--- src/hdl/vlb_params.svh ---
`ifndef VLB_PARAMS_SVH
`define VLB_PARAMS_SVH

//////////////////////////////////////////////////
// fabric shape
//////////////////////////////////////////////////

// switches in the fabric
`define VLB_TOR_NUM 8

// slots in one rotation
`define VLB_SLOT_NUM 2

//////////////////////////////////////////////////
// byte accounting
//////////////////////////////////////////////////

// width of all byte counts
`define VLB_CNT_W 32

// bytes one slot can carry
`define VLB_SLOT_MAX_BYTES 32'h0004_0000

//////////////////////////////////////////////////
// control packet framing
//////////////////////////////////////////////////

// upper 32 bits of every switch mac
`define VLB_MAC_HEAD 32'h8DBC_5C4A

// beats per control packet
`define VLB_PKT_BEATS 9

`endif

--- src/hdl/vlb_sched_pkg.sv ---
`include "vlb_params.svh"

package vlb_sched_pkg;

    // switch and slot indices
    typedef logic [$clog2(`VLB_TOR_NUM)-1:0] tor_id_t;
    typedef logic [$clog2(`VLB_SLOT_NUM)-1:0] slot_id_t;

    typedef logic [`VLB_CNT_W-1:0] byte_cnt_t;

    // one count per destination switch, entry 0 in the low bits
    typedef byte_cnt_t [`VLB_TOR_NUM-1:0] queue_sizes_t;

    // neighbour for this slot and the switch behind it
    typedef struct packed {
        tor_id_t direct;
        tor_id_t two_hop;
    } route_t;

    // split of the slot byte budget
    typedef struct packed {
        byte_cnt_t relay;
        byte_cnt_t direct;
        byte_cnt_t two_hop;
        byte_cnt_t capacity;
    } budget_t;

endpackage

--- src/hdl/vlb_frame_pkg.sv ---
package vlb_frame_pkg;

    import vlb_sched_pkg::*;

    // ethertype field of the control packets
    typedef enum logic [15:0] {
        PKT_CAPACITY = 16'hff00,
        PKT_OFFER    = 16'hff01
    } pkt_type_e;

    // one 64-bit stream beat
    typedef struct packed {
        logic [63:0] data;
        logic [7:0]  keep;
        logic        last;
    } axis_beat_t;

    // fields of a capacity packet from the peer
    typedef struct packed {
        byte_cnt_t capacity;
        byte_cnt_t two_hop;
    } peer_capacity_t;

    // queue snapshot carried by an offer packet
    typedef queue_sizes_t peer_offer_t;

endpackage

--- src/hdl/vlb_route_table.sv ---
`include "vlb_params.svh"

module vlb_route_table
    import vlb_sched_pkg::*;
#(
    parameter int P_MY_TOR_ID = 0,
    parameter int P_MY_OCS_ID = 0
) (
    input  logic     i_clk,
    input  logic     i_rst,
    input  logic     i_slot_start,
    input  slot_id_t i_slot_id,
    input  logic     i_slot_done,
    output route_t   o_route,
    output logic     o_route_valid
);

    logic    slot_active;
    logic    start_ok;
    tor_id_t direct_tor;

    // neighbour of switch t in slot s, direction set by the ocs id
    function automatic tor_id_t rot_next(input tor_id_t t, input slot_id_t s);
        int unsigned step;
        step = (2 * int'(s) + 1) % `VLB_TOR_NUM;
        if (P_MY_OCS_ID == 0)
            rot_next = tor_id_t'((int'(t) + step) % `VLB_TOR_NUM);
        else
            rot_next = tor_id_t'((int'(t) + `VLB_TOR_NUM - step) % `VLB_TOR_NUM);
    endfunction

    // starts while a slot runs are dropped
    assign start_ok   = i_slot_start && !slot_active;
    assign direct_tor = rot_next(tor_id_t'(P_MY_TOR_ID), i_slot_id);

    always_ff @(posedge i_clk or posedge i_rst) begin
        if (i_rst) begin
            slot_active   <= 1'b0;
            o_route_valid <= 1'b0;
        end else begin
            o_route_valid <= start_ok;
            if (start_ok)
                slot_active <= 1'b1;
            else if (i_slot_done)
                slot_active <= 1'b0;
        end
    end

    // two-hop tor is the neighbour's own entry for the same slot
    always_ff @(posedge i_clk) begin
        if (start_ok) begin
            o_route.direct  <= direct_tor;
            o_route.two_hop <= rot_next(direct_tor, i_slot_id);
        end
    end

endmodule

--- src/hdl/vlb_budget_calc.sv ---
`include "vlb_params.svh"

module vlb_budget_calc
    import vlb_sched_pkg::*;
(
    input  logic         i_clk,
    input  logic         i_rst,
    input  route_t       i_route,
    input  logic         i_route_valid,
    input  queue_sizes_t i_local_sizes,
    input  queue_sizes_t i_unlocal_sizes,
    output budget_t      o_budget,
    output logic         o_budget_valid
);

    localparam byte_cnt_t SLOT_MAX = `VLB_SLOT_MAX_BYTES;

    logic [1:0]   step;
    logic         budget_valid;
    budget_t      budget_q;
    route_t       route_q;
    queue_sizes_t local_q;
    byte_cnt_t    local_direct;
    byte_cnt_t    local_two_hop;
    byte_cnt_t    rem_after_relay;
    byte_cnt_t    rem_after_direct;
    byte_cnt_t    rem_after_two_hop;

    function automatic byte_cnt_t min_cnt(input byte_cnt_t a, input byte_cnt_t b);
        min_cnt = (a < b) ? a : b;
    endfunction

    assign local_direct  = local_q[route_q.direct];
    assign local_two_hop = local_q[route_q.two_hop];

    // bytes left after each registered term
    // relay above the budget leaves nothing
    assign rem_after_relay   = (budget_q.relay >= SLOT_MAX) ? '0 : SLOT_MAX - budget_q.relay;
    assign rem_after_direct  = rem_after_relay - budget_q.direct;
    assign rem_after_two_hop = rem_after_direct - budget_q.two_hop;

    //////////////////////////////////////////////////
    // step control
    //////////////////////////////////////////////////

    // 0 idle, 1 direct, 2 two-hop, 3 capacity
    always_ff @(posedge i_clk or posedge i_rst) begin
        if (i_rst) begin
            step         <= 2'd0;
            budget_valid <= 1'b0;
        end else begin
            budget_valid <= (step == 2'd3);
            if (i_route_valid)
                step <= 2'd1;
            else if (step != 2'd0)
                step <= step + 2'd1;
        end
    end

    //////////////////////////////////////////////////
    // budget terms
    //////////////////////////////////////////////////

    always_ff @(posedge i_clk) begin
        // relay comes straight from the sampled unlocal sizes
        if (i_route_valid) begin
            route_q        <= i_route;
            local_q        <= i_local_sizes;
            budget_q.relay <= i_unlocal_sizes[i_route.direct];
        end
        case (step)
            2'd1: budget_q.direct   <= min_cnt(local_direct, rem_after_relay);
            2'd2: budget_q.two_hop  <= min_cnt(local_two_hop, rem_after_direct);
            2'd3: budget_q.capacity <= rem_after_two_hop;
            default: ;
        endcase
    end

    assign o_budget       = budget_q;
    assign o_budget_valid = budget_valid;

endmodule

--- src/hdl/vlb_tx_framer.sv ---
`include "vlb_params.svh"

module vlb_tx_framer
    import vlb_sched_pkg::*;
    import vlb_frame_pkg::*;
#(
    parameter int P_MY_TOR_ID = 0
) (
    input  logic         i_clk,
    input  logic         i_rst,
    input  route_t       i_route,
    input  budget_t      i_budget,
    input  logic         i_budget_valid,
    input  queue_sizes_t i_local_sizes,
    input  logic [63:0]  i_time_stamp,
    output axis_beat_t   o_tx,
    output logic         o_tx_valid,
    input  logic         i_tx_ready,
    output logic         o_slot_done
);

    typedef enum logic [1:0] {
        TX_IDLE,
        TX_CAPACITY,
        TX_OFFER
    } tx_state_e;

    localparam logic [3:0] LAST_IDX = 4'(`VLB_PKT_BEATS - 1);

    tx_state_e    state;
    logic [3:0]   beat_cnt;
    logic         xfer;
    logic         last_beat;
    budget_t      budget_q;
    queue_sizes_t sizes_q;
    logic [47:0]  dest_mac_q;
    logic [63:0]  ts_q;
    logic [47:0]  own_mac;
    pkt_type_e    pkt_type;
    logic [63:0]  beat_data;

    // prefix, zero byte, then id times 8
    function automatic logic [47:0] mac_of(input tor_id_t t);
        mac_of = {`VLB_MAC_HEAD, 8'h00, 8'(t) << 3};
    endfunction

    assign own_mac   = mac_of(tor_id_t'(P_MY_TOR_ID));
    assign xfer      = o_tx_valid && i_tx_ready;
    assign last_beat = (beat_cnt == LAST_IDX);
    assign pkt_type  = (state == TX_OFFER) ? PKT_OFFER : PKT_CAPACITY;

    //////////////////////////////////////////////////
    // packet sequencing
    //////////////////////////////////////////////////

    // beat index only moves on a transfer
    always_ff @(posedge i_clk or posedge i_rst) begin
        if (i_rst) begin
            state    <= TX_IDLE;
            beat_cnt <= '0;
        end else begin
            case (state)
                TX_IDLE: begin
                    if (i_budget_valid) begin
                        state    <= TX_CAPACITY;
                        beat_cnt <= '0;
                    end
                end
                TX_CAPACITY, TX_OFFER: begin
                    if (xfer && last_beat) begin
                        beat_cnt <= '0;
                        state    <= (state == TX_CAPACITY) ? TX_OFFER : TX_IDLE;
                    end else if (xfer) begin
                        beat_cnt <= beat_cnt + 4'd1;
                    end
                end
                default: state <= TX_IDLE;
            endcase
        end
    end

    // everything both packets carry is frozen for the slot
    always_ff @(posedge i_clk) begin
        if (state == TX_IDLE && i_budget_valid) begin
            budget_q   <= i_budget;
            sizes_q    <= i_local_sizes;
            dest_mac_q <= mac_of(i_route.direct);
            ts_q       <= i_time_stamp;
        end
    end

    //////////////////////////////////////////////////
    // beat contents
    //////////////////////////////////////////////////

    always_comb begin
        beat_data = '0;
        case (beat_cnt)
            4'd0: beat_data = {own_mac, dest_mac_q[47:32]};
            4'd1: beat_data = {dest_mac_q[31:0], pkt_type, 16'h0000};
            4'd2: begin
                if (state == TX_OFFER)
                    beat_data = {budget_q.capacity, 32'h0};
                else
                    beat_data = {budget_q.capacity, budget_q.two_hop};
            end
            4'd3: beat_data = (state == TX_OFFER) ? {sizes_q[7], sizes_q[6]} : ts_q;
            4'd4: beat_data = (state == TX_OFFER) ? {sizes_q[5], sizes_q[4]} : ts_q;
            4'd5: beat_data = (state == TX_OFFER) ? {sizes_q[3], sizes_q[2]} : ts_q;
            4'd6: beat_data = (state == TX_OFFER) ? {sizes_q[1], sizes_q[0]} : ts_q;
            4'd7: beat_data = ts_q;
            default: beat_data = '0;
        endcase
    end

    assign o_tx_valid  = (state != TX_IDLE);
    assign o_tx        = '{data: beat_data, keep: 8'hff, last: last_beat};
    assign o_slot_done = xfer && last_beat && (state == TX_OFFER);

endmodule

--- src/hdl/vlb_rx_parser.sv ---
module vlb_rx_parser
    import vlb_sched_pkg::*;
    import vlb_frame_pkg::*;
(
    input  logic           i_clk,
    input  logic           i_rst,
    input  axis_beat_t     i_rx,
    input  logic           i_rx_valid,
    output peer_capacity_t o_peer_cap,
    output logic           o_peer_cap_valid,
    output queue_sizes_t   o_peer_offer,
    output logic           o_peer_offer_valid
);

    logic [3:0]     beat_cnt;
    logic [15:0]    type_q;
    logic           is_cap;
    logic           is_offer;
    logic           in_sizes;
    logic [2:0]     pair_lo;
    peer_capacity_t cap_q;
    peer_offer_t    offer_q;
    logic           cap_valid;
    logic           offer_valid;

    // type field is only trusted from beat 2 onward
    assign is_cap   = i_rx_valid && (type_q == PKT_CAPACITY);
    assign is_offer = i_rx_valid && (type_q == PKT_OFFER);
    assign in_sizes = (beat_cnt >= 4'd3) && (beat_cnt <= 4'd6);

    // beat 3 holds entries 7/6, beat 6 holds 1/0
    assign pair_lo = 3'((3'd6 - beat_cnt[2:0]) << 1);

    //////////////////////////////////////////////////
    // beat tracking
    //////////////////////////////////////////////////

    always_ff @(posedge i_clk or posedge i_rst) begin
        if (i_rst) begin
            beat_cnt <= '0;
            type_q   <= '0;
        end else if (i_rx_valid) begin
            if (i_rx.last)
                beat_cnt <= '0;
            else
                beat_cnt <= beat_cnt + 4'd1;
            if (beat_cnt == 4'd1)
                type_q <= i_rx.data[31:16];
        end
    end

    //////////////////////////////////////////////////
    // field capture
    //////////////////////////////////////////////////

    // valids land one cycle after the last field beat
    always_ff @(posedge i_clk or posedge i_rst) begin
        if (i_rst) begin
            cap_valid   <= 1'b0;
            offer_valid <= 1'b0;
        end else begin
            cap_valid   <= is_cap && (beat_cnt == 4'd2);
            offer_valid <= is_offer && (beat_cnt == 4'd6);
        end
    end

    always_ff @(posedge i_clk) begin
        if (is_cap && beat_cnt == 4'd2) begin
            cap_q.capacity <= i_rx.data[63:32];
            cap_q.two_hop  <= i_rx.data[31:0];
        end
        if (is_offer && in_sizes) begin
            offer_q[pair_lo + 3'd1] <= i_rx.data[63:32];
            offer_q[pair_lo]        <= i_rx.data[31:0];
        end
    end

    assign o_peer_cap         = cap_q;
    assign o_peer_cap_valid   = cap_valid;
    assign o_peer_offer       = offer_q;
    assign o_peer_offer_valid = offer_valid;

endmodule

--- src/hdl/vlb_port_top.sv ---
module vlb_port_top
    import vlb_sched_pkg::*;
    import vlb_frame_pkg::*;
#(
    parameter int P_MY_TOR_ID = 0,
    parameter int P_MY_OCS_ID = 0
) (
    input  logic           i_clk,
    input  logic           i_rst,
    input  logic           i_slot_start,
    input  slot_id_t       i_slot_id,
    input  logic [63:0]    i_time_stamp,
    input  queue_sizes_t   i_local_sizes,
    input  queue_sizes_t   i_unlocal_sizes,
    output axis_beat_t     o_tx,
    output logic           o_tx_valid,
    input  logic           i_tx_ready,
    input  axis_beat_t     i_rx,
    input  logic           i_rx_valid,
    output budget_t        o_budget,
    output logic           o_budget_valid,
    output peer_capacity_t o_peer_cap,
    output logic           o_peer_cap_valid,
    output queue_sizes_t   o_peer_offer,
    output logic           o_peer_offer_valid
);

    route_t  route;
    logic    route_valid;
    budget_t budget;
    logic    budget_valid;
    logic    slot_done;

    //////////////////////////////////////////////////
    // transmit path
    //////////////////////////////////////////////////

    vlb_route_table #(
        .P_MY_TOR_ID (P_MY_TOR_ID),
        .P_MY_OCS_ID (P_MY_OCS_ID)
    ) u_route_table (
        .i_clk         (i_clk),
        .i_rst         (i_rst),
        .i_slot_start  (i_slot_start),
        .i_slot_id     (i_slot_id),
        .i_slot_done   (slot_done),
        .o_route       (route),
        .o_route_valid (route_valid)
    );

    vlb_budget_calc u_budget_calc (
        .i_clk           (i_clk),
        .i_rst           (i_rst),
        .i_route         (route),
        .i_route_valid   (route_valid),
        .i_local_sizes   (i_local_sizes),
        .i_unlocal_sizes (i_unlocal_sizes),
        .o_budget        (budget),
        .o_budget_valid  (budget_valid)
    );

    // route stays put until the slot ends
    vlb_tx_framer #(
        .P_MY_TOR_ID (P_MY_TOR_ID)
    ) u_tx_framer (
        .i_clk          (i_clk),
        .i_rst          (i_rst),
        .i_route        (route),
        .i_budget       (budget),
        .i_budget_valid (budget_valid),
        .i_local_sizes  (i_local_sizes),
        .i_time_stamp   (i_time_stamp),
        .o_tx           (o_tx),
        .o_tx_valid     (o_tx_valid),
        .i_tx_ready     (i_tx_ready),
        .o_slot_done    (slot_done)
    );

    //////////////////////////////////////////////////
    // receive path
    //////////////////////////////////////////////////

    vlb_rx_parser u_rx_parser (
        .i_clk              (i_clk),
        .i_rst              (i_rst),
        .i_rx               (i_rx),
        .i_rx_valid         (i_rx_valid),
        .o_peer_cap         (o_peer_cap),
        .o_peer_cap_valid   (o_peer_cap_valid),
        .o_peer_offer       (o_peer_offer),
        .o_peer_offer_valid (o_peer_offer_valid)
    );

    assign o_budget       = budget;
    assign o_budget_valid = budget_valid;

endmodule

--- config.mk ---
export PLATFORM = sky130hd
export DESIGN_NAME = vlb_port_top
export DESIGN_NICKNAME = d
export VERILOG_FILES = /design/src/hdl/vlb_sched_pkg.sv /design/src/hdl/vlb_frame_pkg.sv /design/src/hdl/vlb_route_table.sv /design/src/hdl/vlb_budget_calc.sv /design/src/hdl/vlb_tx_framer.sv /design/src/hdl/vlb_rx_parser.sv /design/src/hdl/vlb_port_top.sv
export VERILOG_INCLUDE_DIRS = /design/src /design/src/hdl
export SDC_FILE = /design/constraint.sdc
export NUM_CORES = 1
export LEC_CHECK = 0
export BUFFER_PORTS_ARGS = -buffer_cell sky130_fd_sc_hd__buf_2
export CAP_MARGIN = 10
export CORE_AREA = 2 2 466 468
export DETAILED_ROUTE_END_ITERATION = 8
export DIE_AREA = 0 0 468 470
export PLACE_DENSITY = 0.35
export SLEW_MARGIN = 20
export SYNTH_ARGS = -nofsm -noshare
export SYNTH_HDL_FRONTEND = slang
export SYNTH_SLANG_ARGS = --single-unit
--- constraint.sdc ---
create_clock -name i_clk -period 21.6 [get_ports i_clk]
set_input_delay 3.24 -clock i_clk [delete_from_list [all_inputs] [get_ports i_clk]]
set_output_delay 3.24 -clock i_clk [all_outputs]
set_load 0.1 [all_outputs]
After elaboration in Yosys (flattened, before gate mapping)
Cells that the tools add are included.
{"block": "word_totals", "mem_bits_ro": 0, "latchBits": 0, "elab_cells": 151, "mem_count": 0, "input_bits": 655, "ramBits": 0, "out_inout_bits": 525, "reg_bits": 1136}
{"block": "classes", "shift": 0, "reduce_logical": 25, "n_mul": 0, "div_mod_pow": 0, "muxes": 35, "addsub": 10, "n_eq_ne": 21, "n_bitwise": 0, "magnitude_cmp": 12}
{"operator": "$bwmux 256", "n": 2}
{"operator": "$pmux 64 s8", "n": 1}
{"operator": "$bmux 32 s3", "n": 3}
{"operator": "$mux 32", "n": 9}
{"operator": "$mux 64", "n": 4}
{"operator": "$demux 32 s3", "n": 1}
{"operator": "$demux 32 s2", "n": 1}
{"operator": "$lt 32x32->1", "n": 2}
{"operator": "$sub 32x32->32", "n": 2}
{"operator": "$eq 16x16->1 const B", "n": 2}
{"operator": "$ge 32x19->1 const B", "n": 1}
{"operator": "$sub 19x32->32 const A", "n": 1}
{"operator": "$eq 4x3->1 const B", "n": 5}
{"operator": "$lt 3x4->1 const B", "n": 5}
{"operator": "$mux 4", "n": 4}
{"operator": "$logic_and 1x1->1", "n": 13}
{"operator": "$eq 4x2->1 const B", "n": 3}
{"operator": "$mux 2", "n": 5}
{"operator": "$reduce_bool 2->1", "n": 5}
{"operator": "$add 4x1->4 const B", "n": 2}
{"operator": "$eq 4x1->1 const B", "n": 2}
{"operator": "$pmux 4 s2", "n": 1}
{"operator": "$eq 2x2->1 const B", "n": 3}
{"operator": "$ge 3x1->1 const B", "n": 2}
{"operator": "20 further kinds", "n": 24}

Depth between registers and ports, before layout
{"block": "logic_depth", "word_depth": 8, "depth_mapped": 31}

Modules after synthesis
A second synthesis with hierarchy kept.
{"block": "unflattened", "hier_cells": 3100, "area_unflattened_um2": 50820.0}
{"mod": "vlb_budget_calc", "seq_area_each_um2": 11786.3, "instances": 1, "area_per_inst_um2": 23421.2, "cells_each": 1571}
{"mod": "vlb_tx_framer", "seq_area_each_um2": 11771.3, "instances": 1, "area_per_inst_um2": 15755.1, "cells_each": 972}
{"mod": "vlb_rx_parser", "seq_area_each_um2": 10159.7, "instances": 1, "area_per_inst_um2": 11499.8, "cells_each": 543}
{"mod": "vlb_route_table", "seq_area_each_um2": 80.1, "instances": 1, "area_per_inst_um2": 143.9, "cells_each": 14}

Worst setup path after synthesis
Ideal clock, no wire load.
{"block": "synth_timing", "kind": "register to register", "start": "register u_budget_calc.budget_valid, in the netlist u_budget_calc.o_budget_valid", "end": "register u_tx_framer.budget_q[0] (netlist bit), enable pin", "n_path_buf": 0, "path_slack_ns": 12.358, "required_ns": 20.868, "setup_ns": 0.732, "arrival_ns": 8.510, "period_less_slack_ns": 9.242, "path_stages_with_launch": 3, "path_cell_list": "dfrtp_1 nand2_1 inv_1"}
{"block": "synth_via", "elab_chain_len": 1}
{"element": "from (decl)", "line": "vlb_budget_calc.sv:19", "source": "logic budget_valid;"}
{"element": "from (signal assigned)", "line": "vlb_budget_calc.sv:52", "source": "budget_valid <= (step == 2'd3);"}
{"element": "$logic_and 1x1->1", "line": "vlb_tx_framer.sv:84", "source": "if (state == TX_IDLE && i_budget_valid) begin"}
{"element": "to (signal assigned)", "line": "vlb_tx_framer.sv:85", "source": "budget_q <= i_budget;"}
{"element": "to (decl)", "line": "vlb_tx_framer.sv:34", "source": "budget_t budget_q;"}
Every way passes these cells.
A chain may end at the register's enable or synchronous reset.

Worst setup path after layout
{"block": "layout_timing", "start": "register u_budget_calc.budget_q (netlist bit u_budget_calc.o_budget[96])", "end": "register u_budget_calc.budget_q (netlist bit u_budget_calc.o_budget[33]), data pin"}
{"block": "layout_via", "elab_chain_len": 5}
{"element": "from (decl)", "line": "vlb_budget_calc.sv:20", "source": "budget_t budget_q;"}
{"element": "$sub 19x32->32 or $ge 32x19->1 (tied branches)", "line": "vlb_budget_calc.sv:38", "source": "assign rem_after_relay = (budget_q.relay >= SLOT_MAX) ? '0 : SLOT_MAX - budget_q.relay;"}
{"element": "$mux 32 (*)", "line": "vlb_budget_calc.sv:38"}
{"element": "$sub 32x32->32 (*)", "line": "vlb_budget_calc.sv:39", "source": "assign rem_after_direct = rem_after_relay - budget_q.direct;"}
{"element": "$lt 32x32->1", "line": "vlb_budget_calc.sv:30", "source": "min_cnt = (a < b) ? a : b;"}
{"element": "$mux 32 (*)", "line": "vlb_budget_calc.sv:30"}
Every way passes the cells marked *; elsewhere a longest branch is shown, timed or not.

==> impl_metrics.yaml <==
synth:
  synthArstFlopShare_pct: 3.31
  synth_seq_area_share_pct: 71.7
  syn_area_um2: 41500
  ys.flop_type: "edfxtp_1"
  synth_edf_count: 963
  ys.warnings.count: 0
  synthCells: 2627
  synth_seq_cells: 996
  ys_types: 77
  avgSynthCellArea_um2: 15.8
sta:
  layout_worst_path_cycle_share_pct: 38.8
  timing.hold.ws_ps: 445
  worst_pin_slew_ps: 1070
  relSlewSlack_pct: 28.9
  setup_violations: 0
  hold_violations: 0
  final_max_slew_viol_count: 0
  finalSetupTns_ps: 0
  fmax_mhz: 119
  finClkSkew_ps: 27.4
  rsz0062_at_grt: "false"
  fin_crit_ps: 8380
clock_network:
  cts_buffer_depth: 3
  cts_tree: "done"
  clockRootBuffer: "clkbuf_16"
  clk_pin_slew_ps: 60
  cts_num_sinks: 996
  cts_hold_buffers: 0
  postCtsSetupBuffers: 0
  cts_max_level: 3
  clk_latency_ps: 770
  tritoncts.num_buffers: 121
  post_cts_resized: 0
hold_path:
  min_from: "u_budget_calc.o_budget[17]"
  hold_end: "u_tx_framer.budget_q[17]"
  hold_path.class: "reg2reg"
  holdPathStages: 0
detailed_routing:
  wl_per_cell_um: 26.7
  wirelength_um: 178000
  viasPerCell: 4.02
  vias: 26800
  ant_nets: 0
  wl_met1_um: 69400
  drtIter0Drc: 1756
  dr.pass1.iters: 8
  route.detailed.drc: 0
  dr.max_layer_used: "met5"
  met2WireLength_um: 89300
  dr_wl_met3_um: 14800
setup_path:
  criticalPathCategory: "reg2reg"
  start_kind: "register"
  rr_endpoint: "u_budget_calc.o_budget[33]"
  arrival_ps: 8880
  worstPathMaxFanout: 19
  crit_top_cell: "ha_1"
  slowest_stage: "edfxtp_1"
  reg2reg_slack_ps: 13220
  cp-end-kind: "register"
  crit_path_max_incr_delay_ps: 530
  worstPathRequired_ps: 22110
  r2r_start: "u_budget_calc.o_budget[96]"
  reg2regPathDepth: 28
placed_design:
  gp_congestion: 0.802
  dp_hpwl_um: 137000
  numPortBuffers: 971
global_route:
  antenna_found_initial: 100
  grt_pass1_wl_um: 236000
  grt_pass1_vias: 27500
  overflow: 0
  grt_max_degree: 98
  grt_usage_pct: 15.6
cells_and_area:
  drive_gt1_share_pct: 36.2
  final_util_pct: 25.0
  syn2layout_area_growth_pct: 30.2
  fin_nets: 4482
die:
  die_h_um: 470
  dieArea_um2: 220000
  coreArea_um2: 216000
  ios: 1180
  rows: 171
  die_x_um: 468
  initial_utilization_pct: 19.2
power:
  leakage_nw: 20.9
  ir_drop_mv: 0.0932
  powerDensity_nw_per_um2: 142
outcome:
  status: "finished, final reports clean"
run:
  max_cap_violations: 0
## state kept, by name (all words and copies together) (netlist names)
name                            flops
u_rx_parser.o_peer_offer          256
u_tx_framer.sizes_q               256
u_budget_calc.local_q             128
u_budget_calc.o_budget            128
u_rx_parser.o_peer_cap             64
u_tx_framer.budget_q               64
u_tx_framer.ts_q                   64
u_rx_parser.type_q                 16
u_rx_parser.beat_cnt                4
u_tx_framer.beat_cnt                4
u_budget_calc.step                  2
u_tx_framer.state                   2
u_budget_calc.o_budget_valid        1
u_budget_calc.route_q               1
u_route_table.o_route               1
u_route_table.o_route_valid         1
u_route_table.slot_active           1
u_rx_parser.o_peer_cap_valid        1
u_rx_parser.o_peer_offer_valid      1
u_tx_framer.dest_mac_q              1
## critical path: cells and delay by family (launching register included)
kind | cells | cell delay [ps]
muxes | 1 | 390
DFF | 1 | 530
buffers and inverters | 3 | 670
adders and majority gates | 3 | 970
and+or+nand+nor | 15 | 3630
AOI/OAI and AO/OA | 6 | 1880
## cell type report
type	count	area (µm²)
antenna	20	50.0
clock buffer	146	3120
clock inverter	81	918
fill	22700	162000
inverter	173	657
multi-input combinational	1386	10800
sequential	996	29700
tap	2854	3570
timing repair buffer	1008	5140
## metrics by stage
step	power [mW]	std cells	area, µm²	worst slack [ps]
final	7.65	6664	54000	13220
after global routing	8.00	6652	54000	12730
after CTS	7.80	6644	54000	13060
after detailed placement	5.66	6417	49900	13070
after global placement	5.66	6417	49900	13100
after floorplan	4.86	2658	41600	12360
## power breakdown
| part | internal [mW] | switching, mW |
|---|---|---|
| combinational | 0.628 | 2.17 |
| clock | 1.22 | 0.871 |
| sequential | 2.56 | 0.190 |
| total | 4.41 | 3.23 |
## cell families after synthesis
logic type / Yosys count / share of synthesized area, %
flip-flops: 996 / 71.7
AND/OR/NAND/NOR: 488 / 6.27
AO/OA/AOI/OAI: 461 / 8.12
buffers and inverters: 276 / 2.71
multiplexers: 197 / 5.39
adder cells (fa/ha/maj): 141 / 4.29
XOR/XNOR: 66 / 1.48
other: 2 / 0.0181
## layout by cell type (no fill, tap or decap), types with 17 or more instances in the layout
cell type	n
buf_2	971
edfxtp_1	963
inv_1	171
nand2_1	135
ha_1	134
and2_1	133
mux2_2	126
clkbuf_16	121
a21oi_1	73
o21ai_0	73
a22oi_1	72
mux2i_1	50
a21o_1	49
nor2_1	44
xnor2_1	40
nand3_1	39
buf_4	37
conb_1	33
dfrtp_1	32
nor2b_1	31
a222oi_1	28
a221o_1	28
a22o_1	26
clkbuf_1	25
clkinv_1	24
xor2_1	23
a221oi_1	22
mux2_4	21
clkinv_2	21
diode_2	20
nor3_1	17
o21a_1	17
## per-layer routing
layer	up-vias	track usage [%]
met3	265	4.86
met4	66	3.92
met2	1063	27.8
met5	-	0
met1	13200	17.9
li1	12200	-
## worst max-delay path by stage
stage                                      start                    endpoint  slack, ps  depth (start not counted)
CTS                   u_budget_calc.o_budget[96]  u_budget_calc.o_budget[33]      13060                         28
finish                u_budget_calc.o_budget[96]  u_budget_calc.o_budget[33]      13220                         28
detailed placement    u_budget_calc.o_budget[96]  u_budget_calc.o_budget[33]      13070                         28
global placement      u_budget_calc.o_budget[96]  u_budget_calc.o_budget[33]      13100                         28
global route          u_budget_calc.o_budget[96]  u_budget_calc.o_budget[33]      12730                         28
floorplan           u_budget_calc.o_budget_valid     u_tx_framer.budget_q[0]      12360                          2
## synth_stat cells, types with 4 or more instances
library cell | n | area share [%]
a211o_1 | 10 | 0.21
a211oi_1 | 9 | 0.16
a21o_1 | 49 | 0.89
a21oi_1 | 75 | 0.91
a221o_1 | 28 | 0.68
a221oi_1 | 22 | 0.46
a222oi_1 | 28 | 0.68
a22o_1 | 26 | 0.55
a22oi_1 | 72 | 1.3
a31oi_1 | 4 | 0.060
and2_1 | 142 | 2.1
and3_1 | 9 | 0.14
and4_1 | 5 | 0.11
buf_1 | 12 | 0.11
buf_4 | 9 | 0.16
clkbuf_1 | 76 | 0.69
dfrtp_1 | 33 | 2.0
edfxtp_1 | 963 | 70
ha_1 | 139 | 4.2
inv_1 | 173 | 1.6
mux2_2 | 126 | 3.4
mux2_4 | 21 | 0.76
mux2i_1 | 50 | 1.2
nand2_1 | 135 | 1.2
nand2b_1 | 16 | 0.24
nand3_1 | 39 | 0.47
nand4_1 | 13 | 0.20
nor2_1 | 44 | 0.40
nor2b_1 | 32 | 0.48
nor3_1 | 17 | 0.21
nor4_1 | 10 | 0.15
o211ai_1 | 5 | 0.091
o21a_1 | 17 | 0.31
o21ai_0 | 73 | 0.88
o21bai_1 | 10 | 0.18
o22ai_1 | 6 | 0.091
o31ai_1 | 6 | 0.11
or3_1 | 8 | 0.12
xnor2_1 | 40 | 0.84
xor2_1 | 23 | 0.49
Note: power is estimated with default switching activity, not from simulation.
